File: src/logic/pcie_cfg_regmap_pkg.sv
package pcie_cfg_regmap_pkg;

    // Magic words at +000 of each region
    localparam logic [15:0] RW_MAGIC = 16'h6745;
    localparam logic [15:0] RO_MAGIC = 16'h2301;

    localparam int RW_BYTES = 14;      // Control region size
    localparam int RO_BYTES = 12;      // Status region size

    // ------------------------------
    // Control region word offsets
    // ------------------------------
    localparam int OFS_CTRL          = 'h002;
    localparam int OFS_MGMT_DI_LO    = 'h004;
    localparam int OFS_MGMT_DI_HI    = 'h006;
    localparam int OFS_MGMT_ADDR     = 'h008;
    localparam int OFS_CLR_PERIOD_LO = 'h00A;
    localparam int OFS_CLR_PERIOD_HI = 'h00C;

    localparam logic [15:0] MGMT_ADDR_RESET = 16'hF000;   // All byte enables on

    // Fields of OFS_MGMT_ADDR above the dword address
    localparam int ADDR_RDONLY_BIT = 10;
    localparam int ADDR_RW1C_BIT   = 11;
    localparam int ADDR_BE_LSB     = 12;

    // Bits of OFS_CTRL
    localparam int CTRL_RD_START      = 0;   // Write 1 to start
    localparam int CTRL_WR_START      = 1;   // Write 1 to start
    localparam int CTRL_WAIT_COMPLETE = 2;
    localparam int CTRL_STATUS_CL_EN  = 4;
    localparam int CTRL_COMMAND_EN    = 5;

    // ------------------------------
    // Status region word offsets
    // ------------------------------
    localparam int OFS_PCIE_ID    = 'h002;
    localparam int OFS_RD_INFO    = 'h004;
    localparam int OFS_RD_DATA_LO = 'h006;
    localparam int OFS_RD_DATA_HI = 'h008;
    localparam int OFS_BUSY       = 'h00A;

    // Periodic command/status register write
    localparam int          CLR_DWADDR = 1;
    localparam logic [31:0] CLR_DATA   = 32'hFF000007;

    typedef enum logic [1:0] {IDLE, READ, WRITE} mgmt_state_e;

endpackage

File: src/logic/pcie_cfg_cmd_pkg.sv
package pcie_cfg_cmd_pkg;

    // Opcode in command bits 13..12, value 11 falls back to none
    typedef enum logic [1:0] {
        OP_NONE  = 2'b00,
        OP_READ  = 2'b01,
        OP_WRITE = 2'b10
    } cmd_op_e;

    // ------------------------------
    // Command word, 64 bits
    // ------------------------------
    localparam int CMD_OP_LSB    = 12;
    localparam int CMD_ADDR_LSB  = 16;
    localparam int CMD_MASK_LSB  = 32;
    localparam int CMD_VALUE_LSB = 48;

    localparam int ADDR_RW_BIT = 15;   // Set selects the control region

    // ------------------------------
    // Response word, 32 bits
    // ------------------------------
    localparam int RSP_DATA_LSB = 0;
    localparam int RSP_ADDR_LSB = 16;

endpackage

File: src/logic/cfg_cmd_decoder.sv
module cfg_cmd_decoder (
    input  logic        clk_pcie,
    input  logic        rst,
    input  logic        i_cmd_valid,
    input  logic [63:0] i_cmd_data,
    output logic        o_cmd_ready,
    output logic        o_rsp_valid,
    output logic [31:0] o_rsp_data,
    input  logic        i_rsp_ready,
    output logic        o_reg_wr,
    output logic [15:0] o_reg_addr,
    output logic [15:0] o_reg_mask,
    output logic [15:0] o_reg_value,
    input  logic [15:0] i_reg_rdata,
    input  logic        i_wait_complete,
    input  logic        i_seq_busy
);

    pcie_cfg_cmd_pkg::cmd_op_e op;
    logic                      ready_en;   // Goes high the cycle after reset
    logic                      accept;

    always_comb
    begin
        case (i_cmd_data[pcie_cfg_cmd_pkg::CMD_OP_LSB +: 2])
            pcie_cfg_cmd_pkg::OP_READ:  op = pcie_cfg_cmd_pkg::OP_READ;
            pcie_cfg_cmd_pkg::OP_WRITE: op = pcie_cfg_cmd_pkg::OP_WRITE;
            default:                    op = pcie_cfg_cmd_pkg::OP_NONE;
        endcase
    end

    assign o_reg_addr  = i_cmd_data[pcie_cfg_cmd_pkg::CMD_ADDR_LSB +: 16];
    assign o_reg_mask  = i_cmd_data[pcie_cfg_cmd_pkg::CMD_MASK_LSB +: 16];
    assign o_reg_value = i_cmd_data[pcie_cfg_cmd_pkg::CMD_VALUE_LSB +: 16];

    // Stall on a pending response or while waiting for the sequencer
    assign o_cmd_ready = ready_en & ~o_rsp_valid & ~(i_wait_complete & i_seq_busy);
    assign accept      = i_cmd_valid & o_cmd_ready;

    // Writes to the status region are dropped
    assign o_reg_wr = accept && (op == pcie_cfg_cmd_pkg::OP_WRITE)
                      && o_reg_addr[pcie_cfg_cmd_pkg::ADDR_RW_BIT];

    always_ff @(posedge clk_pcie)
    begin
        if (rst)
        begin
            ready_en    <= 1'b0;
            o_rsp_valid <= 1'b0;
        end
        else
        begin
            ready_en <= 1'b1;
            if (accept && (op == pcie_cfg_cmd_pkg::OP_READ))
                o_rsp_valid <= 1'b1;
            else if (i_rsp_ready)
                o_rsp_valid <= 1'b0;   // Host took it
        end
    end

    // Response payload, read data as it was at acceptance
    always_ff @(posedge clk_pcie)
    begin
        if (accept && (op == pcie_cfg_cmd_pkg::OP_READ))
        begin
            o_rsp_data[pcie_cfg_cmd_pkg::RSP_ADDR_LSB +: 16] <= o_reg_addr;
            o_rsp_data[pcie_cfg_cmd_pkg::RSP_DATA_LSB +: 16] <= i_reg_rdata;
        end
    end

endmodule

File: src/logic/cfg_reg_file.sv
module cfg_reg_file #(
    parameter logic [31:0] CLR_PERIOD_RESET = 32'd62500
) (
    input  logic        clk_pcie,
    input  logic        rst,
    input  logic        i_reg_wr,
    input  logic [15:0] i_reg_addr,
    input  logic [15:0] i_reg_mask,
    input  logic [15:0] i_reg_value,
    output logic [15:0] o_reg_rdata,
    input  logic [7:0]  i_bus_number,
    input  logic [4:0]  i_device_number,
    input  logic [2:0]  i_function_number,
    input  logic [1:0]  i_busy,
    input  logic        i_rd_valid,
    input  logic [9:0]  i_rd_addr,
    input  logic [3:0]  i_rd_byte_en,
    input  logic [31:0] i_rd_data,
    output logic        o_rd_start,
    output logic        o_wr_start,
    output logic [31:0] o_mgmt_di,
    output logic [15:0] o_mgmt_addr_word,
    output logic        o_wait_complete,
    output logic        o_status_cl_en,
    output logic        o_command_en,
    output logic [31:0] o_clr_period,
    output logic [15:0] o_pcie_id
);

    localparam int RW_WORDS = pcie_cfg_regmap_pkg::RW_BYTES / 2;
    localparam int RO_WORDS = pcie_cfg_regmap_pkg::RO_BYTES / 2;
    localparam int W_CTRL   = pcie_cfg_regmap_pkg::OFS_CTRL / 2;

    logic [15:0] rw_q [RW_WORDS];
    logic [15:0] ro_w [RO_WORDS];
    logic [2:0]  word_idx;
    logic        in_rw;
    logic        in_ro;

    assign word_idx = i_reg_addr[3:1];
    assign in_rw    = i_reg_addr[14:0] < pcie_cfg_regmap_pkg::RW_BYTES;
    assign in_ro    = i_reg_addr[14:0] < pcie_cfg_regmap_pkg::RO_BYTES;

    // ------------------------------
    // Control region
    // ------------------------------
    always_ff @(posedge clk_pcie)
    begin
        if (rst)
        begin
            rw_q[0]                                       <= pcie_cfg_regmap_pkg::RW_MAGIC;
            rw_q[W_CTRL]                                  <= '0;
            rw_q[pcie_cfg_regmap_pkg::OFS_MGMT_DI_LO / 2] <= '0;
            rw_q[pcie_cfg_regmap_pkg::OFS_MGMT_DI_HI / 2] <= '0;
            rw_q[pcie_cfg_regmap_pkg::OFS_MGMT_ADDR / 2]  <= pcie_cfg_regmap_pkg::MGMT_ADDR_RESET;
            rw_q[pcie_cfg_regmap_pkg::OFS_CLR_PERIOD_LO / 2] <= CLR_PERIOD_RESET[15:0];
            rw_q[pcie_cfg_regmap_pkg::OFS_CLR_PERIOD_HI / 2] <= CLR_PERIOD_RESET[31:16];
        end
        else
        begin
            // Start bits live for one cycle only
            rw_q[W_CTRL][pcie_cfg_regmap_pkg::CTRL_RD_START] <= 1'b0;
            rw_q[W_CTRL][pcie_cfg_regmap_pkg::CTRL_WR_START] <= 1'b0;
            if (i_reg_wr && in_rw)
                rw_q[word_idx] <= (rw_q[word_idx] & ~i_reg_mask) | (i_reg_value & i_reg_mask);
        end
    end

    assign o_rd_start       = rw_q[W_CTRL][pcie_cfg_regmap_pkg::CTRL_RD_START];
    assign o_wr_start       = rw_q[W_CTRL][pcie_cfg_regmap_pkg::CTRL_WR_START];
    assign o_wait_complete  = rw_q[W_CTRL][pcie_cfg_regmap_pkg::CTRL_WAIT_COMPLETE];
    assign o_status_cl_en   = rw_q[W_CTRL][pcie_cfg_regmap_pkg::CTRL_STATUS_CL_EN];
    assign o_command_en     = rw_q[W_CTRL][pcie_cfg_regmap_pkg::CTRL_COMMAND_EN];
    assign o_mgmt_di        = {rw_q[pcie_cfg_regmap_pkg::OFS_MGMT_DI_HI / 2],
                               rw_q[pcie_cfg_regmap_pkg::OFS_MGMT_DI_LO / 2]};
    assign o_mgmt_addr_word = rw_q[pcie_cfg_regmap_pkg::OFS_MGMT_ADDR / 2];
    assign o_clr_period     = {rw_q[pcie_cfg_regmap_pkg::OFS_CLR_PERIOD_HI / 2],
                               rw_q[pcie_cfg_regmap_pkg::OFS_CLR_PERIOD_LO / 2]};

    // ------------------------------
    // Status region
    // ------------------------------
    assign o_pcie_id = {i_bus_number, i_device_number, i_function_number};

    assign ro_w[0]                                       = pcie_cfg_regmap_pkg::RO_MAGIC;
    assign ro_w[pcie_cfg_regmap_pkg::OFS_PCIE_ID / 2]    = o_pcie_id;
    // Byte enables, valid, spare bit, dword address
    assign ro_w[pcie_cfg_regmap_pkg::OFS_RD_INFO / 2]    = {i_rd_byte_en, i_rd_valid, 1'b0,
                                                            i_rd_addr};
    assign ro_w[pcie_cfg_regmap_pkg::OFS_RD_DATA_LO / 2] = i_rd_data[15:0];
    assign ro_w[pcie_cfg_regmap_pkg::OFS_RD_DATA_HI / 2] = i_rd_data[31:16];
    assign ro_w[pcie_cfg_regmap_pkg::OFS_BUSY / 2]       = {14'd0, i_busy};

    // Out of range reads give zero
    always_comb
    begin
        o_reg_rdata = '0;
        if (i_reg_addr[pcie_cfg_cmd_pkg::ADDR_RW_BIT])
        begin
            if (in_rw)
                o_reg_rdata = rw_q[word_idx];
        end
        else if (in_ro)
        begin
            o_reg_rdata = ro_w[word_idx];
        end
    end

endmodule

File: src/logic/cfg_mgmt_seq.sv
module cfg_mgmt_seq #(
    parameter int DWADDR_W = 10
) (
    input  logic                clk_pcie,
    input  logic                rst,
    input  logic                i_rd_start,
    input  logic                i_wr_start,
    input  logic [31:0]         i_mgmt_di,
    input  logic [15:0]         i_mgmt_addr_word,
    input  logic                i_clr_req,
    input  logic [3:0]          i_clr_byte_en,
    output logic                o_clr_ack,
    output logic                o_seq_busy,
    output logic [1:0]          o_busy,
    output logic                o_rd_valid,
    output logic [DWADDR_W-1:0] o_rd_addr,
    output logic [3:0]          o_rd_byte_en,
    output logic [31:0]         o_rd_data,
    output logic                o_mgmt_rd_en,
    output logic                o_mgmt_wr_en,
    output logic [31:0]         o_mgmt_di,
    output logic [DWADDR_W-1:0] o_mgmt_dwaddr,
    output logic [3:0]          o_mgmt_byte_en,
    output logic                o_mgmt_wr_readonly,
    output logic                o_mgmt_wr_rw1c_as_rw,
    input  logic                i_mgmt_done,
    input  logic [31:0]         i_mgmt_do
);

    pcie_cfg_regmap_pkg::mgmt_state_e state;
    logic                             rd_pend;   // Start seen while busy
    logic                             wr_pend;
    logic                             want_rd;
    logic                             want_wr;
    logic                             idle;

    assign idle    = state == pcie_cfg_regmap_pkg::IDLE;
    assign want_rd = rd_pend | i_rd_start;
    assign want_wr = wr_pend | i_wr_start;

    // Host starts win over the timer
    assign o_clr_ack  = idle & ~want_rd & ~want_wr & i_clr_req;
    assign o_seq_busy = ~idle | want_rd | want_wr;
    assign o_busy     = {o_mgmt_wr_en, o_mgmt_rd_en};

    // Enables drop in the done cycle
    assign o_mgmt_rd_en = (state == pcie_cfg_regmap_pkg::READ) & ~i_mgmt_done;
    assign o_mgmt_wr_en = (state == pcie_cfg_regmap_pkg::WRITE) & ~i_mgmt_done;

    always_ff @(posedge clk_pcie)
    begin
        if (rst)
        begin
            state      <= pcie_cfg_regmap_pkg::IDLE;
            rd_pend    <= 1'b0;
            wr_pend    <= 1'b0;
            o_rd_valid <= 1'b0;
        end
        else
        begin
            if (i_rd_start)
                rd_pend <= 1'b1;
            if (i_wr_start)
                wr_pend <= 1'b1;
            if (idle)
            begin
                if (want_rd)
                begin
                    state      <= pcie_cfg_regmap_pkg::READ;
                    rd_pend    <= 1'b0;
                    o_rd_valid <= 1'b0;
                end
                else if (want_wr || o_clr_ack)
                begin
                    state      <= pcie_cfg_regmap_pkg::WRITE;
                    wr_pend    <= 1'b0;   // Already zero for a timer write
                    o_rd_valid <= 1'b0;
                end
            end
            else if (i_mgmt_done)
            begin
                state      <= pcie_cfg_regmap_pkg::IDLE;
                o_rd_valid <= 1'b1;
            end
        end
    end

    // ------------------------------
    // Port fields and result capture
    // ------------------------------
    always_ff @(posedge clk_pcie)
    begin
        if (idle && (want_rd || want_wr))
        begin
            o_mgmt_di            <= i_mgmt_di;
            o_mgmt_dwaddr        <= i_mgmt_addr_word[DWADDR_W-1:0];
            o_mgmt_byte_en       <= i_mgmt_addr_word[pcie_cfg_regmap_pkg::ADDR_BE_LSB +: 4];
            o_mgmt_wr_readonly   <= i_mgmt_addr_word[pcie_cfg_regmap_pkg::ADDR_RDONLY_BIT];
            o_mgmt_wr_rw1c_as_rw <= i_mgmt_addr_word[pcie_cfg_regmap_pkg::ADDR_RW1C_BIT];
        end
        else if (o_clr_ack)
        begin
            o_mgmt_di            <= pcie_cfg_regmap_pkg::CLR_DATA;
            o_mgmt_dwaddr        <= DWADDR_W'(pcie_cfg_regmap_pkg::CLR_DWADDR);
            o_mgmt_byte_en       <= i_clr_byte_en;
            o_mgmt_wr_readonly   <= 1'b0;
            o_mgmt_wr_rw1c_as_rw <= 1'b0;
        end
        else if (!idle && i_mgmt_done)
        begin
            o_rd_addr    <= o_mgmt_dwaddr;
            o_rd_byte_en <= o_mgmt_byte_en;
            o_rd_data    <= i_mgmt_do;   // Also taken on writes
        end
    end

endmodule

File: src/logic/cfg_status_clear.sv
module cfg_status_clear #(
    parameter int TIMER_W = 32
) (
    input  logic               clk_pcie,
    input  logic               rst,
    input  logic               i_status_cl_en,
    input  logic               i_command_en,
    input  logic [TIMER_W-1:0] i_period,
    input  logic               i_seq_busy,
    input  logic               i_clr_ack,
    output logic               o_clr_req,
    output logic [3:0]         o_clr_byte_en
);

    logic [TIMER_W-1:0] count;

    // Status bytes 3, command bytes 1..0
    assign o_clr_byte_en = {i_status_cl_en, 1'b0, i_command_en, i_command_en};

    always_ff @(posedge clk_pcie)
    begin
        if (rst)
        begin
            count     <= '0;
            o_clr_req <= 1'b0;
        end
        else if (o_clr_req)
        begin
            if (i_clr_ack)
                o_clr_req <= 1'b0;   // Sequencer has taken it
        end
        else if ((i_status_cl_en || i_command_en) && !i_seq_busy)
        begin
            if (count >= i_period)
            begin
                count     <= '0;
                o_clr_req <= 1'b1;
            end
            else
            begin
                count <= count + 1'b1;
            end
        end
    end

endmodule

File: src/logic/pcie_cfg_top.sv
module pcie_cfg_top #(
    parameter int          DWADDR_W         = 10,
    parameter int          TIMER_W          = 32,
    parameter logic [31:0] CLR_PERIOD_RESET = 32'd62500   // 1 ms at 62.5 MHz
) (
    input  logic                clk_pcie,
    input  logic                rst,
    input  logic                i_cmd_valid,
    input  logic [63:0]         i_cmd_data,
    output logic                o_cmd_ready,
    output logic                o_rsp_valid,
    output logic [31:0]         o_rsp_data,
    input  logic                i_rsp_ready,
    input  logic [7:0]          i_bus_number,
    input  logic [4:0]          i_device_number,
    input  logic [2:0]          i_function_number,
    output logic                o_mgmt_rd_en,
    output logic                o_mgmt_wr_en,
    output logic [31:0]         o_mgmt_di,
    output logic [DWADDR_W-1:0] o_mgmt_dwaddr,
    output logic [3:0]          o_mgmt_byte_en,
    output logic                o_mgmt_wr_readonly,
    output logic                o_mgmt_wr_rw1c_as_rw,
    input  logic                i_mgmt_done,
    input  logic [31:0]         i_mgmt_do,
    output logic [15:0]         o_pcie_id
);

    // Decoder to register file
    logic        reg_wr;
    logic [15:0] reg_addr, reg_mask, reg_value, reg_rdata;

    // Register file to sequencer and timer
    logic                wait_complete, status_cl_en, command_en;
    logic                rd_start, wr_start;
    logic [31:0]         mgmt_di_word;
    logic [15:0]         mgmt_addr_word;
    logic [31:0]         clr_period;

    // Sequencer results
    logic                seq_busy, rd_valid;
    logic [1:0]          busy;
    logic [DWADDR_W-1:0] rd_addr;
    logic [3:0]          rd_byte_en;
    logic [31:0]         rd_data;

    // Timer handshake
    logic                clr_req, clr_ack;
    logic [3:0]          clr_byte_en;

    cfg_cmd_decoder u_decoder (
        .clk_pcie, .rst, .i_cmd_valid, .i_cmd_data, .o_cmd_ready,
        .o_rsp_valid, .o_rsp_data, .i_rsp_ready,
        .o_reg_wr(reg_wr), .o_reg_addr(reg_addr), .o_reg_mask(reg_mask),
        .o_reg_value(reg_value), .i_reg_rdata(reg_rdata),
        .i_wait_complete(wait_complete), .i_seq_busy(seq_busy)
    );

    cfg_reg_file #(.CLR_PERIOD_RESET(CLR_PERIOD_RESET)) u_reg_file (
        .clk_pcie, .rst,
        .i_reg_wr(reg_wr), .i_reg_addr(reg_addr), .i_reg_mask(reg_mask),
        .i_reg_value(reg_value), .o_reg_rdata(reg_rdata),
        .i_bus_number, .i_device_number, .i_function_number,
        .i_busy(busy), .i_rd_valid(rd_valid), .i_rd_addr(rd_addr),
        .i_rd_byte_en(rd_byte_en), .i_rd_data(rd_data),
        .o_rd_start(rd_start), .o_wr_start(wr_start),
        .o_mgmt_di(mgmt_di_word), .o_mgmt_addr_word(mgmt_addr_word),
        .o_wait_complete(wait_complete), .o_status_cl_en(status_cl_en),
        .o_command_en(command_en), .o_clr_period(clr_period), .o_pcie_id
    );

    cfg_mgmt_seq #(.DWADDR_W(DWADDR_W)) u_mgmt_seq (
        .clk_pcie, .rst,
        .i_rd_start(rd_start), .i_wr_start(wr_start),
        .i_mgmt_di(mgmt_di_word), .i_mgmt_addr_word(mgmt_addr_word),
        .i_clr_req(clr_req), .i_clr_byte_en(clr_byte_en), .o_clr_ack(clr_ack),
        .o_seq_busy(seq_busy), .o_busy(busy), .o_rd_valid(rd_valid),
        .o_rd_addr(rd_addr), .o_rd_byte_en(rd_byte_en), .o_rd_data(rd_data),
        .o_mgmt_rd_en, .o_mgmt_wr_en, .o_mgmt_di, .o_mgmt_dwaddr, .o_mgmt_byte_en,
        .o_mgmt_wr_readonly, .o_mgmt_wr_rw1c_as_rw, .i_mgmt_done, .i_mgmt_do
    );

    cfg_status_clear #(.TIMER_W(TIMER_W)) u_status_clear (
        .clk_pcie, .rst,
        .i_status_cl_en(status_cl_en), .i_command_en(command_en),
        .i_period(clr_period), .i_seq_busy(seq_busy), .i_clr_ack(clr_ack),
        .o_clr_req(clr_req), .o_clr_byte_en(clr_byte_en)
    );

endmodule

File: config.mk
export PLATFORM = sky130hd
export DESIGN_NAME = pcie_cfg_top
export DESIGN_NICKNAME = d
export VERILOG_FILES = /design/src/logic/pcie_cfg_regmap_pkg.sv /design/src/logic/pcie_cfg_cmd_pkg.sv /design/src/logic/cfg_cmd_decoder.sv /design/src/logic/cfg_reg_file.sv /design/src/logic/cfg_mgmt_seq.sv /design/src/logic/cfg_status_clear.sv /design/src/logic/pcie_cfg_top.sv
export SDC_FILE = /design/constraint.sdc
export NUM_CORES = 1
export LEC_CHECK = 0
export ABC_CLOCK_PERIOD_IN_PS = 4350
export BUFFER_PORTS_ARGS = -buffer_cell sky130_fd_sc_hd__buf_2
export CORE_MARGIN = 10
export CORE_UTILIZATION = 53
export CTS_BUF_LIST = sky130_fd_sc_hd__clkbuf_2 sky130_fd_sc_hd__clkbuf_4 sky130_fd_sc_hd__clkbuf_8
export CTS_CLUSTER_SIZE = 20
export DETAILED_ROUTE_END_ITERATION = 8
export PLACE_DENSITY_LB_ADDON = 0.25
export SLEW_MARGIN = 15
export SYNTH_ARGS = -nofsm -noshare
export SYNTH_HDL_FRONTEND = slang
export SYNTH_SLANG_ARGS = --single-unit
File: constraint.sdc
create_clock -name clk_pcie -period 4.35 [get_ports clk_pcie]
set_input_delay 0.435 -clock clk_pcie [delete_from_list [all_inputs] [get_ports clk_pcie]]
set_output_delay 0.435 -clock clk_pcie [all_outputs]
set_load 0.02 [all_outputs]
==> results <==
- The floorplan step defined a die boundary enclosing 31300 um2.
- On the critical path the largest part of the delay comes from simple AND/OR/NAND/NOR gates.
- Summing the sequential cell areas from Yosys gives 64.3% of the chip area.
- The average wire per standard cell is 21.7 um.
- The starting density of the core is 53.7%.
- The met3 demand-to-capacity share in global routing is 5.87%.
- Cells with a size suffix above 1 make up 28.4% of the layout.
- The clock drives 294 sinks.
- The mean number of vias per cell is 5.67.
- The gate count of the mapped netlist is 1005.
- The run finished with clean final reports.
- The most used flip-flop cell after synthesis is sky130_fd_sc_hd__edfxtp_1.
- The critical path goes through nor2_1, nand2_2, a211o_1, nor3_2, or4b_2, nand2_1.
- Headroom to the max-slew limit came out at 29.4%.
- Yosys mapped the design onto 61 distinct sky130hd cell types.
- The number of hold-repair buffers added at the cts stage is 0.
- For the worst setup path, the data required time is 4.53 ns.
- The final worst-path cycle share is 83.3%.
- The initial antenna violation count was 2.
- The total overflow left after global routing is 0.
- For the final routed database, the setup TNS stands at 0 ns.
- Summing all placed instances gives a cell area of 14500 um2.
- Clock latency on the worst-skew pair, taken at its later pin, is 0.57 ns.
- The TritonCTS clock tree is built.
- The class of the tightest hold or removal check is in2reg.
- The max-slew violation count was 0.
- The overall global routing resource usage is 21.6%.
- Setup violations remaining at the end of the flow were counted as 0.
- The most crowded layer after global routing is met2.
- The growth of design area from synthesis to finish is 17.6%.
- The final worst clock skew is 0.0301 ns.
- In this run the count of I/O pins placed on the die edge is 217.
- The endpoint type of the worst setup path is a register.
- For this run, the slowest stage of the critical path takes 0.82 ns.
- Counting the fill cells in the layout gives 1910.
- The half-perimeter wire length after detailed placement is 25100 um.
- The number of standard cells in the layout, taps in and fillers out is 1598.
- The total CTS buffers is 47.
- The category of the worst setup path launch point is a register.
- The longest clock path from root to sink contains 3 buffers.
- Setup repair after global routing left no endpoint under its margin.
- Global routing consumed, on the met1 layer, 27.6% of the routing resources.
- For this design, the slowest cell found on the critical path is sky130_fd_sc_hd__or4b_2.
- The mapped netlist covers 13100 um2.
- The die extent in y is 177 um.
- The number of placed cells counting well taps is 1511.
- After routing the design area is 15400 um2.
- From left edge to right edge, the die measures 177 um.
- Yosys printed 0 warnings.
- The post-route antenna net violation count is 0.
- Routability-driven placement finished with a final weighted congestion of 0.897.
- The number of antenna diodes in the final layout is 0.
- The final layout contains 1386 nets.
- Counting both buffers and inverters, the worst setup path holds a total of 0.
- Derived from the worst setup path, the maximum achievable clock frequency is 0.276 GHz.
- The worst-case IR drop observed on VDD is 0.224 mV.
- Summing all multi-input logic gate instances after layout gives 4240 um2.
- The met2 global-route usage is 34.4%.
- The first global-routing pass estimated 52300 um of wire.
- A synthesized cell averages 13.0 um2.
- The number of enable flip-flop cells after synthesis is 252.
- Max-cap violations in this run came to 0.
- The synthesis-stage register bit count is 294.
- At the pin with the least slew margin, the transition time is 1.06 ns.
- The first routing iteration left 930 violations.
- The maximum number of pins on one net before global-route repair is 51.
- The final core area utilization is 63.2%.
- The post-CTS setup buffer count is 0.
- The core area is 24300 um2.
- In this run the worst path has a maximum fanout of 16.
- The root buffer selected by CTS is sky130_fd_sc_hd__clkbuf_8.
- Power spread over the standard cell area amounts to 376 nW/um2.
- The final wirelength is 34600 um.
- The quantity of gates resized following cts is 0.
- Overall power consumption after layout is estimated at 5.78 mW.
- Counting flops with an async set or reset pin after synthesis yields a share of 0%.
- The routed layout has 9068 vias.
- The static power due to leakage is 6.06 nW.
- Row generation in the floorplan step produced 57 rows.
- The detailed-routing iteration count for the pre-antenna-repair pass is 5.
- The number of global-route vias before repair is 9044.
- By startpoint and endpoint, the worst setup path is classified as reg2reg.
- The number of design rule violations left after detail routing is 0.
- Data on the critical path arrives at its endpoint at 3.80 ns.
- The number of hold violations in the final report is 0.
- The H-tree was split into 2 levels.
- The clock-pin slew reported for the worst setup and hold paths after clock tree synthesis is 0.06 ns.
- The sequential cells in the finished layout cover a total of 8410 um2.
- The quantity of I/O buffers inserted on ports is 202.
- Counting I/O delays and the setup requirement, the final critical path takes 3.62 ns.
routing by layer:
metal,part of all wire [%],wire [um]
met4,3.2,1100
met1,40,13800
met2,47,16100
met3,10,3630
met5,0,0
area by class of cell:
cell class	instances	share of cell area, %
Sequential cell	294	54.7
Timing Repair Buffer	223	7.62
Tap cell	324	2.64
Multi-Input combinational cell	609	27.6
Inverter	61	1.49
Clock buffer	63	4.99
Clock inverter	24	0.953
sequential cells by signal, summed over array words and instances (netlist names):
| register | count |
|---|---|
| u_mgmt_seq.o_mgmt_byte_en | 4 |
| u_mgmt_seq.o_rd_addr | 10 |
| u_mgmt_seq.o_rd_data | 32 |
| u_mgmt_seq.o_mgmt_wr_readonly | 1 |
| u_mgmt_seq.rd_pend | 1 |
| u_mgmt_seq.o_mgmt_wr_rw1c_as_rw | 1 |
| u_mgmt_seq.o_mgmt_dwaddr | 10 |
| u_mgmt_seq.o_mgmt_di | 32 |
| u_status_clear.count | 32 |
| u_decoder.o_rsp_data | 32 |
| u_status_clear.o_clr_req | 1 |
| u_mgmt_seq.state | 2 |
| u_decoder.o_rsp_valid | 1 |
| u_reg_file.rw_q | 128 |
| u_mgmt_seq.wr_pend | 1 |
| u_decoder.ready_en | 1 |
| u_mgmt_seq.o_rd_byte_en | 4 |
| u_mgmt_seq.o_rd_valid | 1 |
metrics by stage:
stage / hold slack [ns] / worst slack [ns]
finish: 0.0466 / 0.728
global route: 0.0172 / 0.551
CTS: 0.0253 / 0.753
detailed placement: 0.435 / 0.770
global placement: 0.426 / 0.827
floorplan: 0.445 / 0.285
cell usage after synthesis (19+ instances only):
cell                       instances  area [um2]
sky130_fd_sc_hd__nand2_1          63         236
sky130_fd_sc_hd__xor2_1           19         166
sky130_fd_sc_hd__nor2_1          147         552
sky130_fd_sc_hd__ha_1             33         413
sky130_fd_sc_hd__nand4_1          21         131
sky130_fd_sc_hd__edfxtp_1        252        7570
sky130_fd_sc_hd__nand2b_1         20         125
sky130_fd_sc_hd__mux2i_1          23         230
sky130_fd_sc_hd__dfxtp_1          42         841
sky130_fd_sc_hd__and2_1           33         206
sky130_fd_sc_hd__mux4_2           32         721
sky130_fd_sc_hd__a21oi_1          38         190
sky130_fd_sc_hd__clkbuf_1         24        90.1
sky130_fd_sc_hd__inv_1            60         225
report_power, final:
part           switching (mW)  total (mW)  internal [mW]
sequential             0.0246        3.11           3.09
clock                    1.08        2.29           1.22
combinational           0.240       0.372          0.132
total                    1.34        5.78           4.43
cells in the final DEF, fill, tap and decap left out, types with 4 or more instances in the layout:
master	count
sky130_fd_sc_hd__a21oi_1	38
sky130_fd_sc_hd__a22oi_1	10
sky130_fd_sc_hd__and2_1	33
sky130_fd_sc_hd__and3_1	8
sky130_fd_sc_hd__buf_2	201
sky130_fd_sc_hd__buf_4	22
sky130_fd_sc_hd__clkbuf_4	16
sky130_fd_sc_hd__clkbuf_8	47
sky130_fd_sc_hd__clkinv_1	13
sky130_fd_sc_hd__clkinv_2	7
sky130_fd_sc_hd__conb_1	16
sky130_fd_sc_hd__dfxtp_1	42
sky130_fd_sc_hd__edfxtp_1	252
sky130_fd_sc_hd__ha_1	33
sky130_fd_sc_hd__inv_1	60
sky130_fd_sc_hd__mux2_2	13
sky130_fd_sc_hd__mux2i_1	23
sky130_fd_sc_hd__mux4_2	32
sky130_fd_sc_hd__nand2_1	63
sky130_fd_sc_hd__nand2b_1	20
sky130_fd_sc_hd__nand3_1	18
sky130_fd_sc_hd__nand4_1	21
sky130_fd_sc_hd__nor2_1	147
sky130_fd_sc_hd__nor2_2	9
sky130_fd_sc_hd__nor3_1	11
sky130_fd_sc_hd__nor4_1	4
sky130_fd_sc_hd__o21ai_0	9
sky130_fd_sc_hd__o21ai_1	15
sky130_fd_sc_hd__o22ai_1	15
sky130_fd_sc_hd__xnor2_1	10
sky130_fd_sc_hd__xor2_1	19
logic make-up (layout without fill, tap and decap cells):
family	count (synthesis)	after routing	share of synthesized area [%]
mux	68	68	8.40
simple gates	355	355	13.1
flops	294	294	64.3
xor+xnor	29	29	1.94
buf+inv	117	371	3.90
compound gates	108	108	5.09
other cells	1	16	0.0287
fa+ha+maj	33	33	3.16
worst paths after layout:
check / from / slack [ns] / end / depth (start not counted)
max: u_reg_file.rw_q[1][1] / 0.73 / u_reg_file.rw_q[5][4] / 6
max reg2reg: u_reg_file.rw_q[1][1] / 0.73 / u_reg_file.rw_q[5][4] / 6
min: i_mgmt_do[7] / 0.05 / u_mgmt_seq.o_rd_data[7] / 1
min reg2reg: u_mgmt_seq.o_mgmt_byte_en[0] / 0.45 / u_mgmt_seq.o_rd_byte_en[0] / 0
No activity file was read; power rests on OpenSTA's default activity.
